$ cat config.mk
export PLATFORM = sky130hd
export DESIGN_NAME = manycore_rocc_bridge
export DESIGN_NICKNAME = d
export VERILOG_FILES = /design/src/rocc_pkg.sv /design/src/manycore_pkg.sv /design/src/rocc_cmd_to_manycore.sv /design/src/manycore_to_rocket_mem.sv /design/src/rocc_resp_unit.sv /design/src/manycore_rocc_bridge.sv
export SDC_FILE = /design/constraint.sdc
export NUM_CORES = 1
export LEC_CHECK = 0
export ABC_AREA = 1
export BUFFER_PORTS_ARGS = -buffer_cell sky130_fd_sc_hd__buf_4
export CAP_MARGIN = 10
export CORE_AREA = 2 2 235 237
export DETAILED_ROUTE_END_ITERATION = 6
export DIE_AREA = 0 0 237 239
export PLACE_DENSITY_LB_ADDON = 0.3
export SETUP_SLACK_MARGIN = 0.5
export SLEW_MARGIN = 20
export SYNTH_ARGS = -nofsm -noshare
export SYNTH_HDL_FRONTEND = slang
export SYNTH_SLANG_ARGS = --single-unit
$ cat constraint.sdc
create_clock -name rocket_clk_i -period 4.1 [get_ports rocket_clk_i]
set_clock_uncertainty 0.15 [all_clocks]
set_input_delay 0.41 -clock rocket_clk_i [delete_from_list [all_inputs] [get_ports rocket_clk_i]]
set_output_delay 0.41 -clock rocket_clk_i [all_outputs]
set_load 0.1 [all_outputs]
$ cat src/rocc_pkg.sv
/*
 * RoCC side definitions shared by the bridge
 *   - Rocket address, data and register index widths
 *   - funct7 command codes and memory command and size encodings
 *   - core command, core response and memory request/response structs
 */

package rocc_pkg;

  ////////////////////////////////////////////////////////////////////
  // widths
  ////////////////////////////////////////////////////////////////////

  // rocket physical address
  localparam int rocc_addr_width_gp = 40;
  // register file and memory data path
  localparam int rocc_data_width_gp = 64;
  // register index in the instruction
  localparam int rocc_reg_addr_width_gp = 5;
  // memory tag, the bridge always sends zero
  localparam int rocc_mem_tag_width_gp = 8;

  ////////////////////////////////////////////////////////////////////
  // encodings
  ////////////////////////////////////////////////////////////////////

  // command codes carried in funct7, other codes are ignored
  typedef enum logic [6:0] {
    core_write    = 7'd0,
    core_read     = 7'd1,
    core_seg_addr = 7'd2,
    core_reset    = 7'd3
  } rocc_funct7_e;

  typedef enum logic [4:0] {
    mem_load  = 5'd0,
    mem_store = 5'd1
  } rocc_mem_cmd_e;

  // only word accesses are issued
  typedef enum logic [2:0] {
    mem_word32 = 3'd2
  } rocc_mem_typ_e;

  ////////////////////////////////////////////////////////////////////
  // structs
  ////////////////////////////////////////////////////////////////////

  // funct7 kept as raw bits so undefined codes can still arrive
  typedef struct packed {
    logic [6:0]                        funct7;
    logic [rocc_reg_addr_width_gp-1:0] rd;
    logic [rocc_data_width_gp-1:0]     rs1_val;
    logic [rocc_data_width_gp-1:0]     rs2_val;
  } rocc_cmd_t;

  typedef struct packed {
    logic [rocc_reg_addr_width_gp-1:0] rd;
    logic [rocc_data_width_gp-1:0]     rd_data;
  } rocc_resp_t;

  typedef struct packed {
    logic [rocc_addr_width_gp-1:0]    addr;
    logic [rocc_mem_tag_width_gp-1:0] tag;
    rocc_mem_cmd_e                    cmd;
    rocc_mem_typ_e                    typ;
    logic                             phys;
    logic [rocc_data_width_gp-1:0]    data;
  } rocc_mem_req_t;

  typedef struct packed {
    rocc_mem_cmd_e                 cmd;
    logic [rocc_data_width_gp-1:0] data;
  } rocc_mem_resp_t;

endpackage

$ cat src/manycore_pkg.sv
/*
 * Manycore side definitions shared by the bridge
 *   - word, byte, coordinate and segment widths
 *   - remote address layout held in a RoCC source register
 *   - outgoing packet and incoming request structs
 */

package manycore_pkg;

  ////////////////////////////////////////////////////////////////////
  // widths
  ////////////////////////////////////////////////////////////////////

  localparam int mc_addr_width_gp = 16;
  localparam int mc_data_width_gp = 32;
  localparam int mc_x_width_gp    = 4;
  localparam int mc_y_width_gp    = 5;

  // one byte enable per data byte
  localparam int mc_mask_width_gp = mc_data_width_gp / 8;

  // word address plus the two byte offset bits
  localparam int mc_byte_addr_width_gp = mc_addr_width_gp + 2;

  // upper rocket address bits supplied by the segment register
  localparam int mc_seg_width_gp = rocc_pkg::rocc_addr_width_gp - mc_byte_addr_width_gp;

  ////////////////////////////////////////////////////////////////////
  // remote address and packets
  ////////////////////////////////////////////////////////////////////

  // taken from the low bits of rs1
  typedef struct packed {
    logic [mc_y_width_gp-1:0]    y_cord;
    logic [mc_x_width_gp-1:0]    x_cord;
    logic [mc_addr_width_gp-1:0] word_addr;
  } mc_addr_t;

  typedef enum logic [1:0] {
    remote_load  = 2'd0,
    remote_store = 2'd1
  } mc_op_e;

  typedef struct packed {
    mc_op_e                      op;
    logic [mc_mask_width_gp-1:0] mask;
    logic [mc_addr_width_gp-1:0] addr;
    logic [mc_data_width_gp-1:0] data;
    logic [mc_x_width_gp-1:0]    x_cord;
    logic [mc_y_width_gp-1:0]    y_cord;
    logic [mc_x_width_gp-1:0]    src_x_cord;
    logic [mc_y_width_gp-1:0]    src_y_cord;
  } mc_packet_t;

  // request arriving from the mesh into this tile
  typedef struct packed {
    logic [mc_addr_width_gp-1:0] addr;
    logic [mc_data_width_gp-1:0] data;
    logic [mc_mask_width_gp-1:0] mask;
    logic                        we;
  } mc_in_req_t;

endpackage

$ cat src/rocc_cmd_to_manycore.sv
/*
 * Core command unit
 *   - funct7 decode of accepted RoCC commands
 *   - segment register and manycore reset pulse
 *   - remote store and load packets toward the mesh
 */

module rocc_cmd_to_manycore #(
  parameter int reset_cycles_p = 1
) (
  input  logic                                          rocket_clk_i,
  input  logic                                          rocket_reset_i,

  input  logic                                          core_cmd_valid_i,
  input  rocc_pkg::rocc_cmd_t                           core_cmd_i,
  output logic                                          core_cmd_ready_o,

  output logic                                          mc_out_v_o,
  output manycore_pkg::mc_packet_t                      mc_out_packet_o,
  input  logic                                          mc_out_ready_i,

  input  logic                                          read_pending_i,
  input  logic [manycore_pkg::mc_x_width_gp-1:0]        my_x_i,
  input  logic [manycore_pkg::mc_y_width_gp-1:0]        my_y_i,

  output logic [manycore_pkg::mc_seg_width_gp-1:0]      seg_addr_o,
  output logic                                          read_issue_o,
  output logic [rocc_pkg::rocc_reg_addr_width_gp-1:0]   read_rd_o,
  output logic                                          reset_manycore_o
);

  localparam int cnt_width_lp = $clog2(reset_cycles_p + 1);

  logic                        is_write;
  logic                        is_read;
  logic                        is_seg;
  logic                        is_reset;
  logic                        cmd_fire;
  manycore_pkg::mc_addr_t      dest;
  logic [cnt_width_lp-1:0]     reset_cnt_r;

  ////////////////////////////////////////////////////////////////////
  // decode and handshake
  ////////////////////////////////////////////////////////////////////

  assign is_write = (core_cmd_i.funct7 == rocc_pkg::core_write);
  assign is_read  = (core_cmd_i.funct7 == rocc_pkg::core_read);
  assign is_seg   = (core_cmd_i.funct7 == rocc_pkg::core_seg_addr);
  assign is_reset = (core_cmd_i.funct7 == rocc_pkg::core_reset);

  // a remote read blocks every command until its reply is back
  assign core_cmd_ready_o = mc_out_ready_i & ~read_pending_i;
  assign cmd_fire         = core_cmd_valid_i & core_cmd_ready_o;

  assign read_issue_o = cmd_fire & is_read;
  assign read_rd_o    = core_cmd_i.rd;

  ////////////////////////////////////////////////////////////////////
  // segment register and reset pulse
  ////////////////////////////////////////////////////////////////////

  always_ff @(posedge rocket_clk_i) begin
    if (rocket_reset_i) begin
      seg_addr_o <= '0;
    end else if (cmd_fire && is_seg) begin
      seg_addr_o <= core_cmd_i.rs1_val[rocc_pkg::rocc_addr_width_gp-1:
                                       manycore_pkg::mc_byte_addr_width_gp];
    end
  end

  // counts the remaining pulse cycles, a new reset command reloads it
  always_ff @(posedge rocket_clk_i) begin
    if (rocket_reset_i) begin
      reset_cnt_r <= '0;
    end else if (cmd_fire && is_reset) begin
      reset_cnt_r <= cnt_width_lp'(reset_cycles_p);
    end else if (reset_cnt_r != '0) begin
      reset_cnt_r <= reset_cnt_r - 1'b1;
    end
  end

  assign reset_manycore_o = (reset_cnt_r != '0);

  ////////////////////////////////////////////////////////////////////
  // outgoing packet
  ////////////////////////////////////////////////////////////////////

  assign dest = core_cmd_i.rs1_val[$bits(manycore_pkg::mc_addr_t)-1:0];

  // offered while the command itself is waiting, mc_out_ready_i stalls both
  assign mc_out_v_o = core_cmd_valid_i & (is_write | is_read) & ~read_pending_i;

  always_comb begin
    mc_out_packet_o.op         = is_write ? manycore_pkg::remote_store
                                          : manycore_pkg::remote_load;
    mc_out_packet_o.mask       = '1;
    mc_out_packet_o.addr       = dest.word_addr;
    mc_out_packet_o.data       = core_cmd_i.rs2_val[manycore_pkg::mc_data_width_gp-1:0];
    mc_out_packet_o.x_cord     = dest.x_cord;
    mc_out_packet_o.y_cord     = dest.y_cord;
    mc_out_packet_o.src_x_cord = my_x_i;
    mc_out_packet_o.src_y_cord = my_y_i;
  end

endmodule

$ cat src/manycore_to_rocket_mem.sv
/*
 * Memory path from the mesh into Rocket
 *   - word requests built from incoming manycore loads and stores
 *   - single outstanding request tracking
 *   - load data returned to the manycore
 */

module manycore_to_rocket_mem (
  input  logic                                       rocket_clk_i,
  input  logic                                       rocket_reset_i,

  input  logic                                       mc_in_v_i,
  input  manycore_pkg::mc_in_req_t                   mc_in_req_i,
  output logic                                       mc_in_yumi_o,

  input  logic [manycore_pkg::mc_seg_width_gp-1:0]   seg_addr_i,

  output logic                                       mem_req_valid_o,
  output rocc_pkg::rocc_mem_req_t                    mem_req_o,
  input  logic                                       mem_req_ready_i,

  input  logic                                       mem_resp_valid_i,
  input  rocc_pkg::rocc_mem_resp_t                   mem_resp_i,

  output logic                                       mc_returning_v_o,
  output logic [manycore_pkg::mc_data_width_gp-1:0]  mc_returning_data_o,

  output logic                                       mem_outstanding_o
);

  logic mem_outstanding_r;

  ////////////////////////////////////////////////////////////////////
  // request side
  ////////////////////////////////////////////////////////////////////

  // responses carry no usable tag, so only one request is in flight
  assign mem_req_valid_o = mc_in_v_i & ~mem_outstanding_r;
  assign mc_in_yumi_o    = mem_req_valid_o & mem_req_ready_i;

  always_comb begin
    mem_req_o.addr = {seg_addr_i, mc_in_req_i.addr, 2'b00};
    mem_req_o.tag  = '0;
    mem_req_o.cmd  = mc_in_req_i.we ? rocc_pkg::mem_store : rocc_pkg::mem_load;
    mem_req_o.typ  = rocc_pkg::mem_word32;
    mem_req_o.phys = 1'b1;
    mem_req_o.data = rocc_pkg::rocc_data_width_gp'(mc_in_req_i.data);
  end

  // both load and store responses retire the request
  always_ff @(posedge rocket_clk_i) begin
    if (rocket_reset_i) begin
      mem_outstanding_r <= 1'b0;
    end else if (mem_resp_valid_i) begin
      mem_outstanding_r <= 1'b0;
    end else if (mc_in_yumi_o) begin
      mem_outstanding_r <= 1'b1;
    end
  end

  assign mem_outstanding_o = mem_outstanding_r;

  ////////////////////////////////////////////////////////////////////
  // response side
  ////////////////////////////////////////////////////////////////////

  // store acks are swallowed, only loads send data back
  assign mc_returning_v_o    = mem_resp_valid_i & (mem_resp_i.cmd == rocc_pkg::mem_load);
  assign mc_returning_data_o = mem_resp_i.data[manycore_pkg::mc_data_width_gp-1:0];

endmodule

$ cat src/rocc_resp_unit.sv
/*
 * Core response unit
 *   - destination register of the in-flight remote read
 *   - core response on the read reply
 *   - accelerator busy flag
 */

module rocc_resp_unit (
  input  logic                                         rocket_clk_i,
  input  logic                                         rocket_reset_i,

  input  logic                                         read_issue_i,
  input  logic [rocc_pkg::rocc_reg_addr_width_gp-1:0]  read_rd_i,
  output logic                                         read_pending_o,

  input  logic                                         mc_returned_v_i,
  input  logic [manycore_pkg::mc_data_width_gp-1:0]    mc_returned_data_i,

  output logic                                         core_resp_valid_o,
  output rocc_pkg::rocc_resp_t                         core_resp_o,

  input  logic                                         mem_outstanding_i,
  output logic                                         acc_busy_o
);

  logic [rocc_pkg::rocc_reg_addr_width_gp-1:0] read_rd_r;
  logic                                        read_pending_r;

  always_ff @(posedge rocket_clk_i) begin
    if (read_issue_i) begin
      read_rd_r <= read_rd_i;
    end
  end

  // the reply wins, a new read cannot be issued while one is pending
  always_ff @(posedge rocket_clk_i) begin
    if (rocket_reset_i) begin
      read_pending_r <= 1'b0;
    end else if (mc_returned_v_i) begin
      read_pending_r <= 1'b0;
    end else if (read_issue_i) begin
      read_pending_r <= 1'b1;
    end
  end

  assign read_pending_o = read_pending_r;

  // the core is always ready, so the reply goes straight through
  assign core_resp_valid_o   = mc_returned_v_i;
  assign core_resp_o.rd      = read_rd_r;
  assign core_resp_o.rd_data = rocc_pkg::rocc_data_width_gp'(mc_returned_data_i);

  assign acc_busy_o = read_pending_r | mem_outstanding_i;

endmodule

$ cat src/manycore_rocc_bridge.sv
/*
 * Bridge between a Rocket RoCC port and one manycore tile
 *   - command unit, memory path and response unit
 *   - wiring between them, no logic of its own
 */

module manycore_rocc_bridge #(
  parameter int reset_cycles_p = 1
) (
  input  logic                                         rocket_clk_i,
  input  logic                                         rocket_reset_i,

  // core command and response
  input  logic                                         core_cmd_valid_i,
  input  rocc_pkg::rocc_cmd_t                          core_cmd_i,
  output logic                                         core_cmd_ready_o,
  output logic                                         core_resp_valid_o,
  output rocc_pkg::rocc_resp_t                         core_resp_o,

  // manycore outgoing packets and read replies
  output logic                                         mc_out_v_o,
  output manycore_pkg::mc_packet_t                     mc_out_packet_o,
  input  logic                                         mc_out_ready_i,
  input  logic                                         mc_returned_v_i,
  input  logic [manycore_pkg::mc_data_width_gp-1:0]    mc_returned_data_i,

  // manycore incoming requests and load data
  input  logic                                         mc_in_v_i,
  input  manycore_pkg::mc_in_req_t                     mc_in_req_i,
  output logic                                         mc_in_yumi_o,
  output logic                                         mc_returning_v_o,
  output logic [manycore_pkg::mc_data_width_gp-1:0]    mc_returning_data_o,

  // rocket memory
  output logic                                         mem_req_valid_o,
  output rocc_pkg::rocc_mem_req_t                      mem_req_o,
  input  logic                                         mem_req_ready_i,
  input  logic                                         mem_resp_valid_i,
  input  rocc_pkg::rocc_mem_resp_t                     mem_resp_i,

  // status
  input  logic [manycore_pkg::mc_x_width_gp-1:0]       my_x_i,
  input  logic [manycore_pkg::mc_y_width_gp-1:0]       my_y_i,
  output logic                                         reset_manycore_o,
  output logic                                         acc_busy_o
);

  logic [manycore_pkg::mc_seg_width_gp-1:0]     seg_addr;
  logic                                         read_issue;
  logic [rocc_pkg::rocc_reg_addr_width_gp-1:0]  read_rd;
  logic                                         read_pending;
  logic                                         mem_outstanding;

  rocc_cmd_to_manycore #(
    .reset_cycles_p (reset_cycles_p)
  ) cmd_unit (
    .rocket_clk_i     (rocket_clk_i),
    .rocket_reset_i   (rocket_reset_i),
    .core_cmd_valid_i (core_cmd_valid_i),
    .core_cmd_i       (core_cmd_i),
    .core_cmd_ready_o (core_cmd_ready_o),
    .mc_out_v_o       (mc_out_v_o),
    .mc_out_packet_o  (mc_out_packet_o),
    .mc_out_ready_i   (mc_out_ready_i),
    .read_pending_i   (read_pending),
    .my_x_i           (my_x_i),
    .my_y_i           (my_y_i),
    .seg_addr_o       (seg_addr),
    .read_issue_o     (read_issue),
    .read_rd_o        (read_rd),
    .reset_manycore_o (reset_manycore_o)
  );

  manycore_to_rocket_mem mem_unit (
    .rocket_clk_i        (rocket_clk_i),
    .rocket_reset_i      (rocket_reset_i),
    .mc_in_v_i           (mc_in_v_i),
    .mc_in_req_i         (mc_in_req_i),
    .mc_in_yumi_o        (mc_in_yumi_o),
    .seg_addr_i          (seg_addr),
    .mem_req_valid_o     (mem_req_valid_o),
    .mem_req_o           (mem_req_o),
    .mem_req_ready_i     (mem_req_ready_i),
    .mem_resp_valid_i    (mem_resp_valid_i),
    .mem_resp_i          (mem_resp_i),
    .mc_returning_v_o    (mc_returning_v_o),
    .mc_returning_data_o (mc_returning_data_o),
    .mem_outstanding_o   (mem_outstanding)
  );

  rocc_resp_unit resp_unit (
    .rocket_clk_i       (rocket_clk_i),
    .rocket_reset_i     (rocket_reset_i),
    .read_issue_i       (read_issue),
    .read_rd_i          (read_rd),
    .read_pending_o     (read_pending),
    .mc_returned_v_i    (mc_returned_v_i),
    .mc_returned_data_i (mc_returned_data_i),
    .core_resp_valid_o  (core_resp_valid_o),
    .core_resp_o        (core_resp_o),
    .mem_outstanding_i  (mem_outstanding),
    .acc_busy_o         (acc_busy_o)
  );

endmodule

==> run metrics, run 1 <==
Post-Syn Instances=460; power density over the cells=about 360 nW/um^2; Post CTS Setup Buffer Count=0; Setup WS post-layout=2.139 ns; remaining antenna violation count after routing=0; time the final worst path needs with I/O delays and setup=1.961 ns; Distinct cells, synth=24; fraction of final layout cells with drive strength greater than 1=31.88%; global-route usage over all layers=under 10%; post-synthesis sequential element count=30; Area Overhead vs Synth=-1.876%; area fraction of the dominant cell type after synthesis=approximately three fifths; Iter 0 DRT Violations=73; effective utilization at floorplan=6.383%; launching element type of the critical path=input pin; Port Buf Inserts=89; run status=finished, final reports clean; final worst-path cycle share=47.82%; Fmax achieved=510.0 MHz; dpl ws=about 1.7 ns; global-route wire length before repair=~14 mm; Clock Sinks=30; combined area of the multi-input logic cells=between 900 and 1000 um^2; final wirelength=11.09 mm; storage element area=650.6 um^2; type of the worst setup path=input pin to flip-flop; hold buffer count at cts=0; leading post-synthesis cells by cell area=sky130_fd_sc_hd__buf_4 (58%), sky130_fd_sc_hd__dfxtp_1 (14%), sky130_fd_sc_hd__edfxtp_1 (4.3%); arrival time at the worst endpoint=2.02 ns; crit-path max FO=26; area of the core=around 54000 um^2; Resize count post-CTS=0; critical path endpoint category=flip-flop; clk slew on worst S/H paths=about 0.070 ns; residual DRC count=0; worst rel slew slack=around 47%; cell taking the most area after synthesis=sky130_fd_sc_hd__buf_4; post-detailed-route wirelength per cell=10.35 um; Req. time, crit path=4.16 ns; level count of the clock H-tree=2; DIE AREA=56640 um^2; antenna violations before repair=1; filler instances=6429; Synth Cell Area=about 3500 um^2; I/O pin cnt=about 610; unrepaired setup endpoints after global routing=no; synthesized area per cell=about 7.5 um^2; final net count=a little under 700; clock tree root driver cell=sky130_fd_sc_hd__clkbuf_16; Ys Warns=0; vias in the first global route=approximately 1800; internal reg-to-reg setup slack=2.19 ns; drt via density=1.914; static power due to leakage=~0.0014 uW; peak ir drop on the vdd network=0.0001210 V; latest clock arrival within the worst-skew pair=0.30 ns; die outline width=around 240 um; max-slew violation total from the final report=0; global placer's final weighted congestion=0.5874; Via Count=2052; final hold violation count=0; 1st-pass router iterations=4; TritonCTS clock tree=done; grt total ovfl=0; count of endpoints failing setup in the final report=0; largest net degree at the start of global routing=36; total of max-cap violations=0; number of placement rows=86; DIE HEIGHT=between 200 and 250 um; Longest Clk Path Bufs=2; hpwl dp=8.830 mm; Least-Margin Pin Slew=0.7979 ns; sequential cell area fraction in the yosys report=18.76%; worst min path class=input pin to flip-flop; Setup TNS=0 ns; TritonCTS Buffers=5
## critical path: stages
cell and delay [ns]:
sky130_fd_sc_hd__buf_4 0.12, sky130_fd_sc_hd__nor2_4 0.13, sky130_fd_sc_hd__inv_2 0.07, sky130_fd_sc_hd__nor2_4 0.61
sky130_fd_sc_hd__buf_4 0.39, sky130_fd_sc_hd__nand3_1 0.13, sky130_fd_sc_hd__nand2_1 0.09, sky130_fd_sc_hd__nor2_1 0.04
## through the flow
step / cells / instance area (um^2) / hold slack [ns] / power (uW) / utilization, %
6_report: 1072 / 3403 / 0.1307 / 1217 / 6.263
5_1_grt: 1071 / 3401 / 0.1013 / 1285 / 6.258
3_5_place_dp: 1063 / 3249 / 0.3234 / 795.1 / 5.980
3_3_place_gp: 1063 / 3249 / 0.3163 / 794.3 / 5.980
4_1_cts: 1071 / 3401 / 0.09814 / 1273 / 6.258
2_1_floorplan: 545 / 3787 / 0.3182 / 1596 / -
## routing by layer
layer  track usage (%)  routed length, um  vias up
met4             3.280                768        0
met1             3.429               3729      841
met5                 0                  0        -
li1                  -                  -      859
met2             5.339               4543      265
met3             3.233               2053       87
## logic make-up (layout without fill, tap and decap cells)
family / Yosys count / in the layout / synth area share [%]
AO/OA/AOI/OAI: 24 / 24 / 3.896
buffers and inverters: 310 / 132 / 64.29
flip-flops: 30 / 30 / 18.76
other: 2 / 88 / 0.2165
AND/OR/NAND/NOR: 94 / 94 / 12.84
## cell type report
cell class,instances,share of cell area (%)
timing repair buffer,92,20.29
inverter,32,3.529
multi-input combinational,205,26.65
sequential,30,19.12
clock buffer,6,4.081
antenna,1,0.07353
tap,704,25.88
clock inverter,2,0.3676
## cell usage after synthesis, drive strengths merged
cell type / instances
o21ai: 1
nand3: 24
conb: 2
or2: 1
nand2: 29
nor3: 1
inv: 32
edfxtp: 5
a21oi: 23
nand4: 1
buf: 278
dfxtp: 25
and3: 2
nor2: 36
## placed cells by master, fill, tap and decap left out
| cell | synthesis | final |
|---|---|---|
| sky130_fd_sc_hd__clkinv_2 | 0 | 1 |
| sky130_fd_sc_hd__and3_1 | 2 | 2 |
| sky130_fd_sc_hd__conb_1 | 2 | 87 |
| sky130_fd_sc_hd__nand2_1 | 26 | 26 |
| sky130_fd_sc_hd__nand4_1 | 1 | 1 |
| sky130_fd_sc_hd__a21oi_2 | 4 | 4 |
| sky130_fd_sc_hd__clkbuf_16 | 0 | 5 |
| sky130_fd_sc_hd__nor2_8 | 1 | 1 |
| sky130_fd_sc_hd__diode_2 | 0 | 1 |
| sky130_fd_sc_hd__nor3_2 | 1 | 1 |
| sky130_fd_sc_hd__edfxtp_1 | 5 | 5 |
| sky130_fd_sc_hd__o21ai_0 | 1 | 1 |
| sky130_fd_sc_hd__inv_2 | 3 | 3 |
| sky130_fd_sc_hd__a21oi_1 | 19 | 19 |
| sky130_fd_sc_hd__nor2_4 | 2 | 2 |
| sky130_fd_sc_hd__buf_4 | 269 | 92 |
| sky130_fd_sc_hd__nor2_2 | 1 | 1 |
| sky130_fd_sc_hd__nand2_2 | 3 | 3 |
| sky130_fd_sc_hd__clkinvlp_4 | 0 | 1 |
| sky130_fd_sc_hd__inv_1 | 29 | 29 |
| sky130_fd_sc_hd__clkbuf_8 | 0 | 1 |
| sky130_fd_sc_hd__nor2_1 | 32 | 32 |
| sky130_fd_sc_hd__nand3_2 | 1 | 1 |
| sky130_fd_sc_hd__or2_2 | 1 | 1 |
| sky130_fd_sc_hd__dfxtp_1 | 25 | 25 |
| sky130_fd_sc_hd__nand3_1 | 23 | 23 |
## registers in the layout (all words and copies together) (netlist names)
name                        count
resp_unit.read_rd_r             5
cmd_unit.reset_manycore_o       1
resp_unit.read_pending_o        1
mem_unit.mem_outstanding_o      1
cmd_unit.seg_addr_o            22
## path summary, 6_finish.rpt
check	from	to	cells after the start
worst max register to register	resp_unit.read_pending_o	cmd_unit.seg_addr_o[20]	7
worst min register to register	cmd_unit.seg_addr_o[17]	cmd_unit.seg_addr_o[17]	2
worst max-delay path	core_cmd_i[136]	cmd_unit.seg_addr_o[9]	8
worst min-delay path	core_cmd_i[131]	resp_unit.read_rd_r[3]	1
## power by group
part	switching, uW	internal (uW)	total (uW)
logic	440	46.5	487
clock network	188	242	430
registers	0.558	300	300
Note: power is estimated with default switching activity, not from simulation.
==> inputs of run 2 (changes only) <==
CORE_AREA = 2 2 236 238   (was 2 2 235 237)
DIE_AREA = 0 0 238 240   (was 0 0 237 239)
clock period = 1.8 ns   (was 4.1 ns; I/O delays follow)
==> run metrics, run 2 (synthesized netlist as in run 1, its figures left out) <==
DIE AREA=approximately 57000 um^2; 1st-pass router iterations=4; remaining antenna violation count after routing=0; hpwl dp=8.813 mm; worst setup path endpoint=mc_out_v_o; worst hold slack after final layout=-0.01140 ns; worst min path class=input pin to flip-flop; vias in the first global route=1969; total of max-cap violations=0; largest registers in the final layout=cmd_unit.seg_addr_o (22), resp_unit.read_rd_r (5); reg-to-reg critical path endpoint=cmd_unit.seg_addr_o[21]; Clock Sinks=30; effective utilization at floorplan=6.345%; Setup WS post-layout=between 0.3 and 0.4 ns; fraction of final layout cells with drive strength greater than 1=44.78%; dpl ws=0.09125 ns; global placer's final weighted congestion=around 0.62; clock group share of total power=34.6%; max incr delay on CP=roughly 0.32 ns; filler instances=6415; r2r startpoint=resp_unit.read_pending_o; switching part of the total power=51.19%; drt via density=1.950; largest net degree at the start of global routing=a little over 40; Port Buf Inserts=89; critical path depth=5; Req. time, crit path=1.47 ns; final net count=703; max-slew violation total from the final report=0; Fmax achieved=673.0 MHz; power dissipated by switching net loads=1458 uW; Iter 0 DRT Violations=29; Area Overhead vs Synth=17.10%; internal reg-to-reg setup slack=0.33 ns; clk slew on worst S/H paths=around 0.080 ns; cells along the critical path=inv_2 -> buf_6 -> nand2_4 -> nor2_4 -> buf_12; run status=finished, violations left; flip-flop count of the largest register, all copies and words added=22; critical path endpoint category=output port; cell internal pwr=1390 uW; peak ir drop on the vdd network=0.0003121 V; hold buffer count at cts=10; cells on worst reg2reg path=9; most common library cell in the layout ignoring fill and taps=sky130_fd_sc_hd__conb_1; crit-path max FO=3; TritonCTS Buffers=5; die outline width=238 um; Longest Clk Path Bufs=2; number of placement rows=86; clock tree root driver cell=sky130_fd_sc_hd__clkbuf_16; level count of the clock H-tree=2; top library cells by usage in the layout, fill and taps aside=sky130_fd_sc_hd__conb_1 (87), sky130_fd_sc_hd__buf_4 (75), sky130_fd_sc_hd__nor2_1 (29); power density over the cells=701.3 nW/um^2; DIE HEIGHT=240 um; final wirelength=11.92 mm; Worst Min Path Start=core_cmd_i[133]; startpoint of the worst setup timing path=resp_unit.read_pending_o; arrival time at the worst endpoint=1.16 ns; launching element type of the critical path=flip-flop; time the final worst path needs with I/O delays and setup=1.486 ns; area of the core=roughly 55000 um^2; proportion of power drawn by flip-flops and latches=24.0%; sum of buffers and inverters on the critical path=3; latest clock arrival within the worst-skew pair=0.31 ns; I/O pin cnt=~610; grt total ovfl=0; count of endpoints failing setup in the final report=0; global-route wire length before repair=15.01 mm; failing checks=hold timing; type of the worst setup path=flip-flop to output port; post-detailed-route wirelength per cell=10.86 um; cell type of the slowest stage on the worst timing path=sky130_fd_sc_hd__dfxtp_2; delay-heaviest family, CP=buffers and inverters; Setup TNS=0 ns; antenna violations before repair=2; Via Count=between 2000 and 2500; share of power burned in combinational logic=41.4%; final hold violation count=1; static power due to leakage=roughly 0.0017 uW; residual DRC count=0; TritonCTS clock tree=done; Biggest register=cmd_unit.seg_addr_o; final worst-path cycle share=82.55%; global-route usage over all layers=4.051%; unrepaired setup endpoints after global routing=yes
run 2: cell types whose count changed in the layout (fill, tap and decap cells not counted), sizes merged:
cell and change:
buf +16, dlygate4sd3 +9, dlymetal6s4s +1
run 2: cell type report:
cell class	count	area (um^2)	share of cell area, %
clock buffer	6	138.9	3.420
multi-input combinational	205	1041	25.63
antenna	1	2.502	0.06161
inverter	32	122.6	3.019
clock inverter	2	12.51	0.3081
tap	704	880.8	21.69
sequential	30	679.4	16.73
timing repair buffer	118	1184	29.14
run 2: routing by layer:
| layer | up-vias | wire, um | global-route usage, % | share of wire, % |
|---|---|---|---|---|
| met5 | - | 0 | 0 | 0 |
| met4 | 0 | 960 | 3.731 | 8.1 |
| met3 | 74 | 1960 | 2.836 | 16 |
| met2 | 270 | 4930 | 5.857 | 41 |
| met1 | 880 | 4070 | 3.812 | 34 |
| li1 | 917 | - | - | - |
run 2: how the worst min path moves through the flow:
stage / end / slack, ns / depth (start not counted)
final: cmd_unit.reset_manycore_o / -0.01 / 3
after global routing: cmd_unit.reset_manycore_o / -0.03 / 3
after CTS: cmd_unit.reset_manycore_o / -0.05 / 3
after detailed placement: resp_unit.read_rd_r[0] / 0.21 / 1
after global placement: resp_unit.read_rd_r[2] / 0.21 / 1
after floorplan: mem_unit.mem_outstanding_o / 0.10 / 1
run 2: power by group through the flow:
stage               clock, uW  sequential, uW  combinational (uW)
floorplan                   0             709                2930
detailed placement          0             700                1120
global route             1110             684                1220
global placement            0             700                1120
finish                    985             684                1180
CTS                      1100             684                1180
run 2: worst min-delay path: stages:
cell                      delay, ns
sky130_fd_sc_hd__buf_4         0.14
sky130_fd_sc_hd__nand2_4       0.07
sky130_fd_sc_hd__nor2_1        0.04
run 2: what timing repair did:
item,in CTS,in global routing
resized for setup,60,16
pin swaps,12,15
setup endpoints to repair,45,43
buffers inserted,5,2
hold endpoints to repair,10,1
cloned,2,0
run 2: per-stage QoR:
stage / util (%) / hold slack (ns) / instance area, um^2 / power, uW / std cells
global placement: 6.196 / 0.2087 / 3387 / 1822 / 1070
CTS: 7.274 / -0.04888 / 3976 / 2964 / 1095
detailed placement: 6.196 / 0.2100 / 3387 / 1823 / 1070
global route: 7.430 / -0.02676 / 4061 / 3012 / 1098
finish: 7.430 / -0.01140 / 4061 / 2848 / 1098
floorplan: - / 0.1024 / 3835 / 3639 / 545
